===== src/rtl/uop_pkg.sv =====
package uop_pkg;

    // micro-op operation, 4-bit encoding
    typedef enum logic [3:0] {
        ALU_ADD,
        LD_B,
        LD_H,
        LD_W,
        ST_B,
        ST_H,
        ST_W,
        LL_W,
        SC_W
    } op_e;

    // one issued micro-op
    typedef struct packed {
        logic [31:0] pc;
        op_e         op;
        logic [4:0]  rd;
        logic [31:0] rj_data;
        // store data for ST_* and SC_W
        logic [31:0] rk_data;
        logic [31:0] imm;
    } issue_pkt_t;

    // anything that reaches the data cache
    function automatic logic is_mem_op(op_e op);
        return op != ALU_ADD;
    endfunction

    function automatic logic is_store_op(op_e op);
        return op inside {ST_B, ST_H, ST_W, SC_W};
    endfunction

    function automatic logic is_atomic_op(op_e op);
        return op inside {LL_W, SC_W};
    endfunction

    // access size in bytes
    function automatic logic [2:0] access_bytes(op_e op);
        logic [2:0] bytes;
        case (op)
            LD_B, ST_B: bytes = 3'd1;
            LD_H, ST_H: bytes = 3'd2;
            default:    bytes = 3'd4;
        endcase
        return bytes;
    endfunction

endpackage


===== src/rtl/mem_pkg.sv =====
package mem_pkg;

    // exception code carried with each packet
    typedef enum logic [1:0] {
        NONE,
        // misaligned address
        ALE,
        // no translation for the address
        TLBR
    } excp_e;

    // packet between addr_xlate, mem_buf and wb_tx
    typedef struct packed {
        logic [31:0]   pc;
        uop_pkg::op_e  op;
        logic [4:0]    rd;
        // physical address, add result, or the faulting address
        logic [31:0]   value;
        logic [31:0]   wdata;
        excp_e         excp;
    } mem_pkt_t;

    // packet handed to writeback
    typedef struct packed {
        logic [31:0]   pc;
        logic [4:0]    rd;
        uop_pkg::op_e  op;
        logic [31:0]   value;
        excp_e         excp;
    } wb_pkt_t;

    // data-cache request, one pulse per access
    typedef struct packed {
        logic        is_store;
        logic        is_atomic;
        // byte lanes within the word
        logic [3:0]  strb;
        logic [31:0] pa;
        // store data already moved onto its lanes
        logic [31:0] wdata;
    } dc_req_t;

endpackage


===== src/rtl/issue_rx.sv =====
`timescale 1ns/100ps

module issue_rx #(
    parameter int RX_DEPTH = 4
) (
    input  logic                clk,
    input  logic                aresetn,
    input  logic                flush,
    input  logic                in_valid,
    input  uop_pkg::issue_pkt_t in_pkt,
    input  logic                next_allowin,
    output logic                in_credit,
    output logic                rx_valid,
    output uop_pkg::issue_pkt_t rx_pkt
);
    import uop_pkg::*;

    localparam int PTR_W = (RX_DEPTH > 1) ? $clog2(RX_DEPTH) : 1;
    localparam int CNT_W = $clog2(RX_DEPTH + 1);

    typedef enum logic {
        RUN,
        DRAIN
    } rx_state_e;

    rx_state_e        state;
    issue_pkt_t       mem [RX_DEPTH];
    logic [PTR_W-1:0] wr_ptr;
    logic [PTR_W-1:0] rd_ptr;
    logic [CNT_W-1:0] count;
    logic             full;
    logic             push;
    logic             pop;

    assign full = (count == CNT_W'(RX_DEPTH));
    // new entries only while running, the sender's credits keep it from overflowing
    assign push = in_valid && (state == RUN) && !full;
    // head leaves either toward addr_xlate or, while draining, to nowhere
    assign pop = (count != '0) && ((state == RUN) ? next_allowin : 1'b1);

    assign rx_valid = (state == RUN) && (count != '0);
    assign rx_pkt   = mem[rd_ptr];

    always_ff @(posedge clk) begin
        if (push) begin
            mem[wr_ptr] <= in_pkt;
        end
    end

    always_ff @(posedge clk) begin
        if (!aresetn) begin
            state     <= RUN;
            wr_ptr    <= '0;
            rd_ptr    <= '0;
            count     <= '0;
            in_credit <= 1'b0;
        end else begin
            if (push) begin
                wr_ptr <= (wr_ptr == PTR_W'(RX_DEPTH - 1)) ? '0 : wr_ptr + 1'b1;
            end
            if (pop) begin
                rd_ptr <= (rd_ptr == PTR_W'(RX_DEPTH - 1)) ? '0 : rd_ptr + 1'b1;
            end
            count     <= count + CNT_W'(push) - CNT_W'(pop);
            // one credit back per freed entry
            in_credit <= pop;
            if (flush) begin
                state <= DRAIN;
            end else if (state == DRAIN && count == '0) begin
                state <= RUN;
            end
        end
    end

endmodule


===== src/rtl/addr_xlate.sv =====
`timescale 1ns/100ps

module addr_xlate #(
    parameter logic [2:0] DMW_VSEG = 3'b101,
    parameter logic [2:0] DMW_PSEG = 3'b000
) (
    input  logic                clk,
    input  logic                aresetn,
    input  logic                flush,
    input  logic                prev_valid,
    input  uop_pkg::issue_pkt_t prev_pkt,
    input  logic                next_allowin,
    output logic                allowin,
    output logic                xl_valid,
    output mem_pkg::mem_pkt_t   xl_pkt
);
    import uop_pkg::*;
    import mem_pkg::*;

    logic [31:0] va;
    logic [2:0]  bytes;
    logic        misaligned;
    logic        in_window;
    mem_pkt_t    nxt_pkt;
    logic        load;

    // effective address, also the ALU_ADD result
    assign va    = prev_pkt.rj_data + prev_pkt.imm;
    assign bytes = access_bytes(prev_pkt.op);

    always_comb begin
        case (bytes)
            3'd2:    misaligned = va[0];
            3'd4:    misaligned = |va[1:0];
            default: misaligned = 1'b0;
        endcase
    end

    // single direct-mapped window on the top three bits
    assign in_window = (va[31:29] == DMW_VSEG);

    always_comb begin
        nxt_pkt.pc    = prev_pkt.pc;
        nxt_pkt.op    = prev_pkt.op;
        nxt_pkt.rd    = prev_pkt.rd;
        nxt_pkt.wdata = prev_pkt.rk_data;
        nxt_pkt.value = va;
        nxt_pkt.excp  = NONE;
        if (is_mem_op(prev_pkt.op)) begin
            // ALE wins over TLBR, a faulting packet keeps the virtual address
            if (misaligned) begin
                nxt_pkt.excp = ALE;
            end else if (!in_window) begin
                nxt_pkt.excp = TLBR;
            end else begin
                nxt_pkt.value = {DMW_PSEG, va[28:0]};
            end
        end
    end

    assign allowin = !xl_valid || next_allowin;
    assign load    = prev_valid && allowin;

    always_ff @(posedge clk) begin
        if (!aresetn) begin
            xl_valid <= 1'b0;
        end else if (flush) begin
            xl_valid <= 1'b0;
        end else if (load) begin
            xl_valid <= 1'b1;
        end else if (next_allowin) begin
            xl_valid <= 1'b0;
        end
    end

    always_ff @(posedge clk) begin
        if (load) begin
            xl_pkt <= nxt_pkt;
        end
    end

endmodule


===== src/rtl/mem_buf.sv =====
`timescale 1ns/100ps

module mem_buf (
    input  logic              clk,
    input  logic              aresetn,
    input  logic              flush,
    input  logic              prev_valid,
    input  mem_pkg::mem_pkt_t prev_pkt,
    input  logic              next_allowin,
    output logic              allowin,
    output logic              mb_valid,
    output mem_pkg::mem_pkt_t mb_pkt,
    output logic              dc_valid,
    output mem_pkg::dc_req_t  dc_req
);
    import uop_pkg::*;
    import mem_pkg::*;

    logic       excp_pend;
    logic       held_excp;
    logic       load;
    logic       move_out;
    logic [3:0] base_strb;

    // an excepting packet blocks intake until commit flushes
    assign held_excp = mb_valid && (mb_pkt.excp != NONE);
    assign allowin   = (!mb_valid || next_allowin) && !held_excp && !excp_pend;
    assign load      = prev_valid && allowin;
    assign move_out  = mb_valid && next_allowin;

    always_ff @(posedge clk) begin
        if (!aresetn) begin
            mb_valid <= 1'b0;
        end else if (flush) begin
            mb_valid <= 1'b0;
        end else if (load) begin
            mb_valid <= 1'b1;
        end else if (move_out) begin
            mb_valid <= 1'b0;
        end
    end

    always_ff @(posedge clk) begin
        if (load) begin
            mb_pkt <= prev_pkt;
        end
    end

    always_ff @(posedge clk) begin
        if (!aresetn) begin
            excp_pend <= 1'b0;
        end else if (flush) begin
            excp_pend <= 1'b0;
        end else if (load && prev_pkt.excp != NONE) begin
            excp_pend <= 1'b1;
        end
    end

    // byte lanes by size, before the word offset
    always_comb begin
        case (access_bytes(mb_pkt.op))
            3'd1:    base_strb = 4'b0001;
            3'd2:    base_strb = 4'b0011;
            default: base_strb = 4'b1111;
        endcase
    end

    always_comb begin
        dc_req.is_store  = is_store_op(mb_pkt.op);
        dc_req.is_atomic = is_atomic_op(mb_pkt.op);
        dc_req.strb      = base_strb << mb_pkt.value[1:0];
        dc_req.pa        = mb_pkt.value;
        dc_req.wdata     = mb_pkt.wdata << {mb_pkt.value[1:0], 3'b000};
    end

    // request goes out as the packet moves on to wb_tx
    // a flushed packet never reaches the cache
    assign dc_valid = move_out && !flush && is_mem_op(mb_pkt.op) && (mb_pkt.excp == NONE);

endmodule


===== src/rtl/wb_tx.sv =====
`timescale 1ns/100ps

module wb_tx #(
    parameter int TX_CREDITS = 2
) (
    input  logic              clk,
    input  logic              aresetn,
    input  logic              flush,
    input  logic              prev_valid,
    input  mem_pkg::mem_pkt_t prev_pkt,
    input  logic              out_credit,
    output logic              allowin,
    output logic              out_valid,
    output mem_pkg::wb_pkt_t  out_pkt
);
    import mem_pkg::*;

    localparam int CNT_W = $clog2(TX_CREDITS + 1);

    logic             tx_valid;
    wb_pkt_t          tx_pkt;
    logic [CNT_W-1:0] credits;
    logic             send;
    logic             load;

    // one-cycle send whenever a credit is held
    assign send      = tx_valid && (credits != '0);
    assign allowin   = !tx_valid || send;
    assign load      = prev_valid && allowin;
    assign out_valid = send;
    assign out_pkt   = tx_pkt;

    always_ff @(posedge clk) begin
        if (!aresetn) begin
            tx_valid <= 1'b0;
        end else if (flush) begin
            tx_valid <= 1'b0;
        end else if (load) begin
            tx_valid <= 1'b1;
        end else if (send) begin
            tx_valid <= 1'b0;
        end
    end

    always_ff @(posedge clk) begin
        if (load) begin
            tx_pkt.pc    <= prev_pkt.pc;
            tx_pkt.rd    <= prev_pkt.rd;
            tx_pkt.op    <= prev_pkt.op;
            tx_pkt.value <= prev_pkt.value;
            tx_pkt.excp  <= prev_pkt.excp;
        end
    end

    // flush leaves the count alone, consumer credits still arrive
    always_ff @(posedge clk) begin
        if (!aresetn) begin
            credits <= CNT_W'(TX_CREDITS);
        end else begin
            credits <= credits + CNT_W'(out_credit) - CNT_W'(send);
        end
    end

endmodule


===== src/rtl/mem_stage_top.sv =====
`timescale 1ns/100ps

module mem_stage_top #(
    parameter int         RX_DEPTH   = 4,
    parameter int         TX_CREDITS = 2,
    parameter logic [2:0] DMW_VSEG   = 3'b101,
    parameter logic [2:0] DMW_PSEG   = 3'b000
) (
    input  logic                clk,
    input  logic                aresetn,
    input  logic                flush,
    input  logic                in_valid,
    input  uop_pkg::issue_pkt_t in_pkt,
    input  logic                out_credit,
    output logic                in_credit,
    output logic                out_valid,
    output mem_pkg::wb_pkt_t    out_pkt,
    output logic                dc_valid,
    output mem_pkg::dc_req_t    dc_req
);
    import uop_pkg::*;
    import mem_pkg::*;

    // issue_rx -> addr_xlate -> mem_buf -> wb_tx
    logic       rx_valid;
    issue_pkt_t rx_pkt;
    logic       xl_allowin;
    logic       xl_valid;
    mem_pkt_t   xl_pkt;
    logic       mb_allowin;
    logic       mb_valid;
    mem_pkt_t   mb_pkt;
    logic       tx_allowin;

    issue_rx #(
        .RX_DEPTH(RX_DEPTH)
    ) u_issue_rx (
        .clk(clk), .aresetn(aresetn), .flush(flush),
        .in_valid(in_valid), .in_pkt(in_pkt), .next_allowin(xl_allowin),
        .in_credit(in_credit), .rx_valid(rx_valid), .rx_pkt(rx_pkt)
    );

    addr_xlate #(
        .DMW_VSEG(DMW_VSEG), .DMW_PSEG(DMW_PSEG)
    ) u_addr_xlate (
        .clk(clk), .aresetn(aresetn), .flush(flush),
        .prev_valid(rx_valid), .prev_pkt(rx_pkt), .next_allowin(mb_allowin),
        .allowin(xl_allowin), .xl_valid(xl_valid), .xl_pkt(xl_pkt)
    );

    mem_buf u_mem_buf (
        .clk(clk), .aresetn(aresetn), .flush(flush),
        .prev_valid(xl_valid), .prev_pkt(xl_pkt), .next_allowin(tx_allowin),
        .allowin(mb_allowin), .mb_valid(mb_valid), .mb_pkt(mb_pkt),
        .dc_valid(dc_valid), .dc_req(dc_req)
    );

    wb_tx #(
        .TX_CREDITS(TX_CREDITS)
    ) u_wb_tx (
        .clk(clk), .aresetn(aresetn), .flush(flush),
        .prev_valid(mb_valid), .prev_pkt(mb_pkt), .out_credit(out_credit),
        .allowin(tx_allowin), .out_valid(out_valid), .out_pkt(out_pkt)
    );

endmodule


===== config.mk =====
export PLATFORM = sky130hd
export DESIGN_NAME = mem_stage_top
export DESIGN_NICKNAME = d
export VERILOG_FILES = /design/src/rtl/uop_pkg.sv /design/src/rtl/mem_pkg.sv /design/src/rtl/issue_rx.sv /design/src/rtl/addr_xlate.sv /design/src/rtl/mem_buf.sv /design/src/rtl/wb_tx.sv /design/src/rtl/mem_stage_top.sv
export SDC_FILE = /design/constraint.sdc
export NUM_CORES = 1
export LEC_CHECK = 0
export BUFFER_PORTS_ARGS = -buffer_cell sky130_fd_sc_hd__buf_2
export CAP_MARGIN = 20
export CORE_MARGIN = 3
export CORE_UTILIZATION = 30
export CTS_CLUSTER_DIAMETER = 150
export CTS_CLUSTER_SIZE = 30
export DETAILED_ROUTE_END_ITERATION = 12
export PLACE_DENSITY_LB_ADDON = 0.1
export REMOVE_ABC_BUFFERS = 1
export SETUP_SLACK_MARGIN = 0.15
export SLEW_MARGIN = 20
export SYNTH_ARGS = -nofsm -noshare
export SYNTH_HDL_FRONTEND = slang
export SYNTH_SLANG_ARGS = --single-unit

===== constraint.sdc =====
create_clock -name clk -period 6.14 [get_ports clk]
set_input_delay 1.228 -clock clk [delete_from_list [all_inputs] [get_ports clk]]
set_output_delay 1.228 -clock clk [all_outputs]
set_load 0.05 [all_outputs]

==> summary.txt <==
Worst setup path
  – Critical path destination: u_addr_xlate.xl_pkt[58]
  – Worst path cell trace: buf_4 -> mux4_2 -> ha_1 -> nand4_2 -> nor4_1 -> nor2_1 -> nand3b_1 -> a211oi_1 -> a211oi_1 -> a31oi_1 -> xnor2_1
  – Worst setup SP type: register
  – R2r worst-path depth: 11
  – WP data arrival: 4650 ps
  – Worst setup EP type: register
  – Slowest cell on crit path: dfxtp_4
  – Crit-path max cell delay: 730 ps
  – Crit path kind: reg -> reg
  – RR Endpoint: u_addr_xlate.xl_pkt[58]
  – Worst endpoint required time: 6520 ps
  – Reg-to-reg slack, setup: 1870 ps
  – CP dominant cell by count: a211oi_1
  – Worst-path fanout max: 23

Logic synthesis
  – Post-synth EDFFs: 837
  – Area leader, netlist: edfxtp_1
  – Post-synth ARST share: 0
  – Synth top area share: 0.788
  – Synth cell count leaders: edfxtp_1 (837), mux4_2 (137), a21oi_1 (53), ha_1 (41), nor2_1 (37)
  – Top_reg_cell synth: edfxtp_1
  – Post-Syn Area per Cell: 21.5 µm²
  – Register bit total from synthesis: 854
  – Seq/Total Area, Yosys: 0.799
  – Post-synth cell types: 61
  – Count leader, synth: edfxtp_1
  – Mapped Cells: 1484
  – Mapped Area: 0.0319 mm²
  – Ranking of synthesized cells by area: edfxtp_1 (79%), mux4_2 (9.7%), ha_1 (1.6%)
  – YS warnings: 0

Clock tree
  – Number of H-tree levels: 2
  – Clock Path Buffers: 3
  – Hold_buf cts: 0
  – CTS tree: built
  – Clk slew on worst S/H paths: 120 ps
  – Setup repair bufs after CTS: 0
  – CTS Sinks: 854
  – Root buf cell: clkbuf_16
  – TritonCTS buffer count: 34
  – Count of cells resized by post-cts repair: 0
  – Clock latency on the worst-skew pair: 620 ps

STA
  – WHS: 426 ps
  – Fin. max-slew vios: 0
  – Minimum clock period: 4270 ps
  – Worst-margin pin slew: 1020 ps
  – Final Cycle Share: 0.695
  – Final setup vio count: 0
  – Max Freq: 234 MHz
  – Slew margin rel.: 0.323
  – Worst Skew: 16.7 ps
  – Fin. Hold Viols: 0
  – RSZ-0062 raised after global routing: no

Finish
  – Cell area after layout: 0.0359 mm²
  – Nets: 1942
  – Core Util, Final: 0.343
  – Area Growth Syn to Fin: 12.6%
  – Share of cells above drive strength 1: 0.290

Global route
  – Remaining Overflow, GRT: 0
  – Largest net degree at the start of global routing: 138
  – Vias in the first global route: 15400
  – First-pass GRT wire length: 105 mm
  – Gr usage total: 0.129
  – Initial antenna violation count: 22

Die
  – Initial Utilization: 0.305
  – FP Rows: 118
  – Die area: 0.110 mm²
  – I/O pin count: 290
  – Core region area: 0.105 mm²
  – Die width: 332 µm
  – Die Y: 332 µm

Pwr
  – Worst VDD drop: 232 µV
  – Pwr Density: 451 mW/mm²
  – P_leak: 0.0117 µW

Routing
  – Via-to-Cell Ratio: 4.56
  – Drt total wl: 71.6 mm
  – WL/cell: 22.7 µm
  – Routed Antenna Nets: 0
  – DR iter-0 viols: 988
  – DRC Markers: 0
  – Router iterations before antenna repair: 5
  – Vias: 14400

Hold path
  – Hold path start: u_addr_xlate.xl_pkt[82]
  – HP Class: reg -> reg

Placement
  – PortBufs: 289
  – Dpl hpwl: 42.8 mm
  – Placed Instance Area: 0.0349 mm²
  – RD Place Congestion: 0.740

Outcome
  – Status: finished clean

Run
  – Max-cap violations: 0
-- state kept, by name, summed over array words and instances, names as in the netlist, named ones only --
signal	count
u_issue_rx.in_credit	1
u_addr_xlate.xl_pkt	107
u_mem_buf.excp_pend	1
u_mem_buf.dc_req	32
u_issue_rx.state	1
u_issue_rx.mem	548
u_mem_buf.mb_valid	1
u_wb_tx.tx_valid	1
u_issue_rx.wr_ptr	2
u_addr_xlate.xl_valid	1
u_wb_tx.credits	2
u_mem_buf.mb_pkt	75
u_issue_rx.count	3
u_wb_tx.out_pkt	75
u_issue_rx.rd_ptr	2
-- power breakdown --
part / switching, µW / total [µW] / internal [µW]
clock: 1710 / 2830 / 1110
sequential: 359 / 8060 / 7700
combinational: 3140 / 5310 / 2170
-- worst min path at each step --
stage | endpoint | slack (ps) | cells past startpoint
after floorplan | u_mem_buf.dc_req[32] | 400 | 0
after global placement | u_wb_tx.out_pkt[45] | 400 | 0
after detailed placement | u_mem_buf.mb_pkt[101] | 400 | 0
after CTS | u_mem_buf.mb_pkt[94] | 430 | 0
after global routing | u_mem_buf.mb_pkt[82] | 440 | 0
final | u_mem_buf.mb_pkt[82] | 430 | 0
-- stage by stage --
step	worst slack [ps]	total power, µW	cells	TNS [ps]
2_1_floorplan	-2570	12300	1408	-119750
3_3_place_gp	1720	13600	3101	0
3_5_place_dp	1730	13700	3101	0
4_1_cts	1710	16600	3148	0
5_1_grt	1380	17200	3150	0
6_report	1870	16200	3156	0
-- cell usage in the layout (no fill, tap or decap), types with 13 or more instances in the layout --
master	count
edfxtp_1	837
buf_2	289
mux4_2	137
a21oi_1	53
ha_1	41
nor2_1	37
clkbuf_16	37
nand2_1	36
xnor2_1	29
o21ai_0	24
inv_1	23
mux2i_1	18
buf_4	18
dfxtp_1	15
nor2b_1	14
a21o_1	13
and2_1	13
-- critical path: cells and delay by family, from the launching register on --
kind | cells | cell delay, ps
flip-flops | 1 | 730
buffers and inverters | 1 | 470
AO/OA/AOI/OAI | 3 | 970
AND/OR/NAND/NOR | 4 | 700
adder cells (fa/ha/maj) | 1 | 400
multiplexers | 1 | 570
XOR/XNOR | 1 | 160
-- routing by layer --
layer | track usage | wire, µm
met4 | 0.0297 | 1210
met2 | 0.222 | 35700
met3 | 0.0283 | 3660
met1 | 0.166 | 30900
met5 | 0 | 95
-- logic make-up after synthesis --
| family | share of synthesized area |
|---|---|
| compound gates | 0.0310 |
| buf+inv | 0.0168 |
| fa+ha+maj | 0.0173 |
| mux | 0.102 |
| xor+xnor | 0.0102 |
| flops | 0.799 |
| simple gates | 0.0232 |
-- layout make-up --
cell class	instances	area [µm²]
Inverter	24	91.3
Sequential cell	854	25500
Fill cell	9887	68600
Timing Repair Buffer	313	1700
Clock inverter	3	20.0
Tap cell	1380	1730
Clock buffer	44	952
Multi-Input combinational cell	530	5900
Antenna cell	8	20.0
No activity file was read; power rests on OpenSTA's default activity.
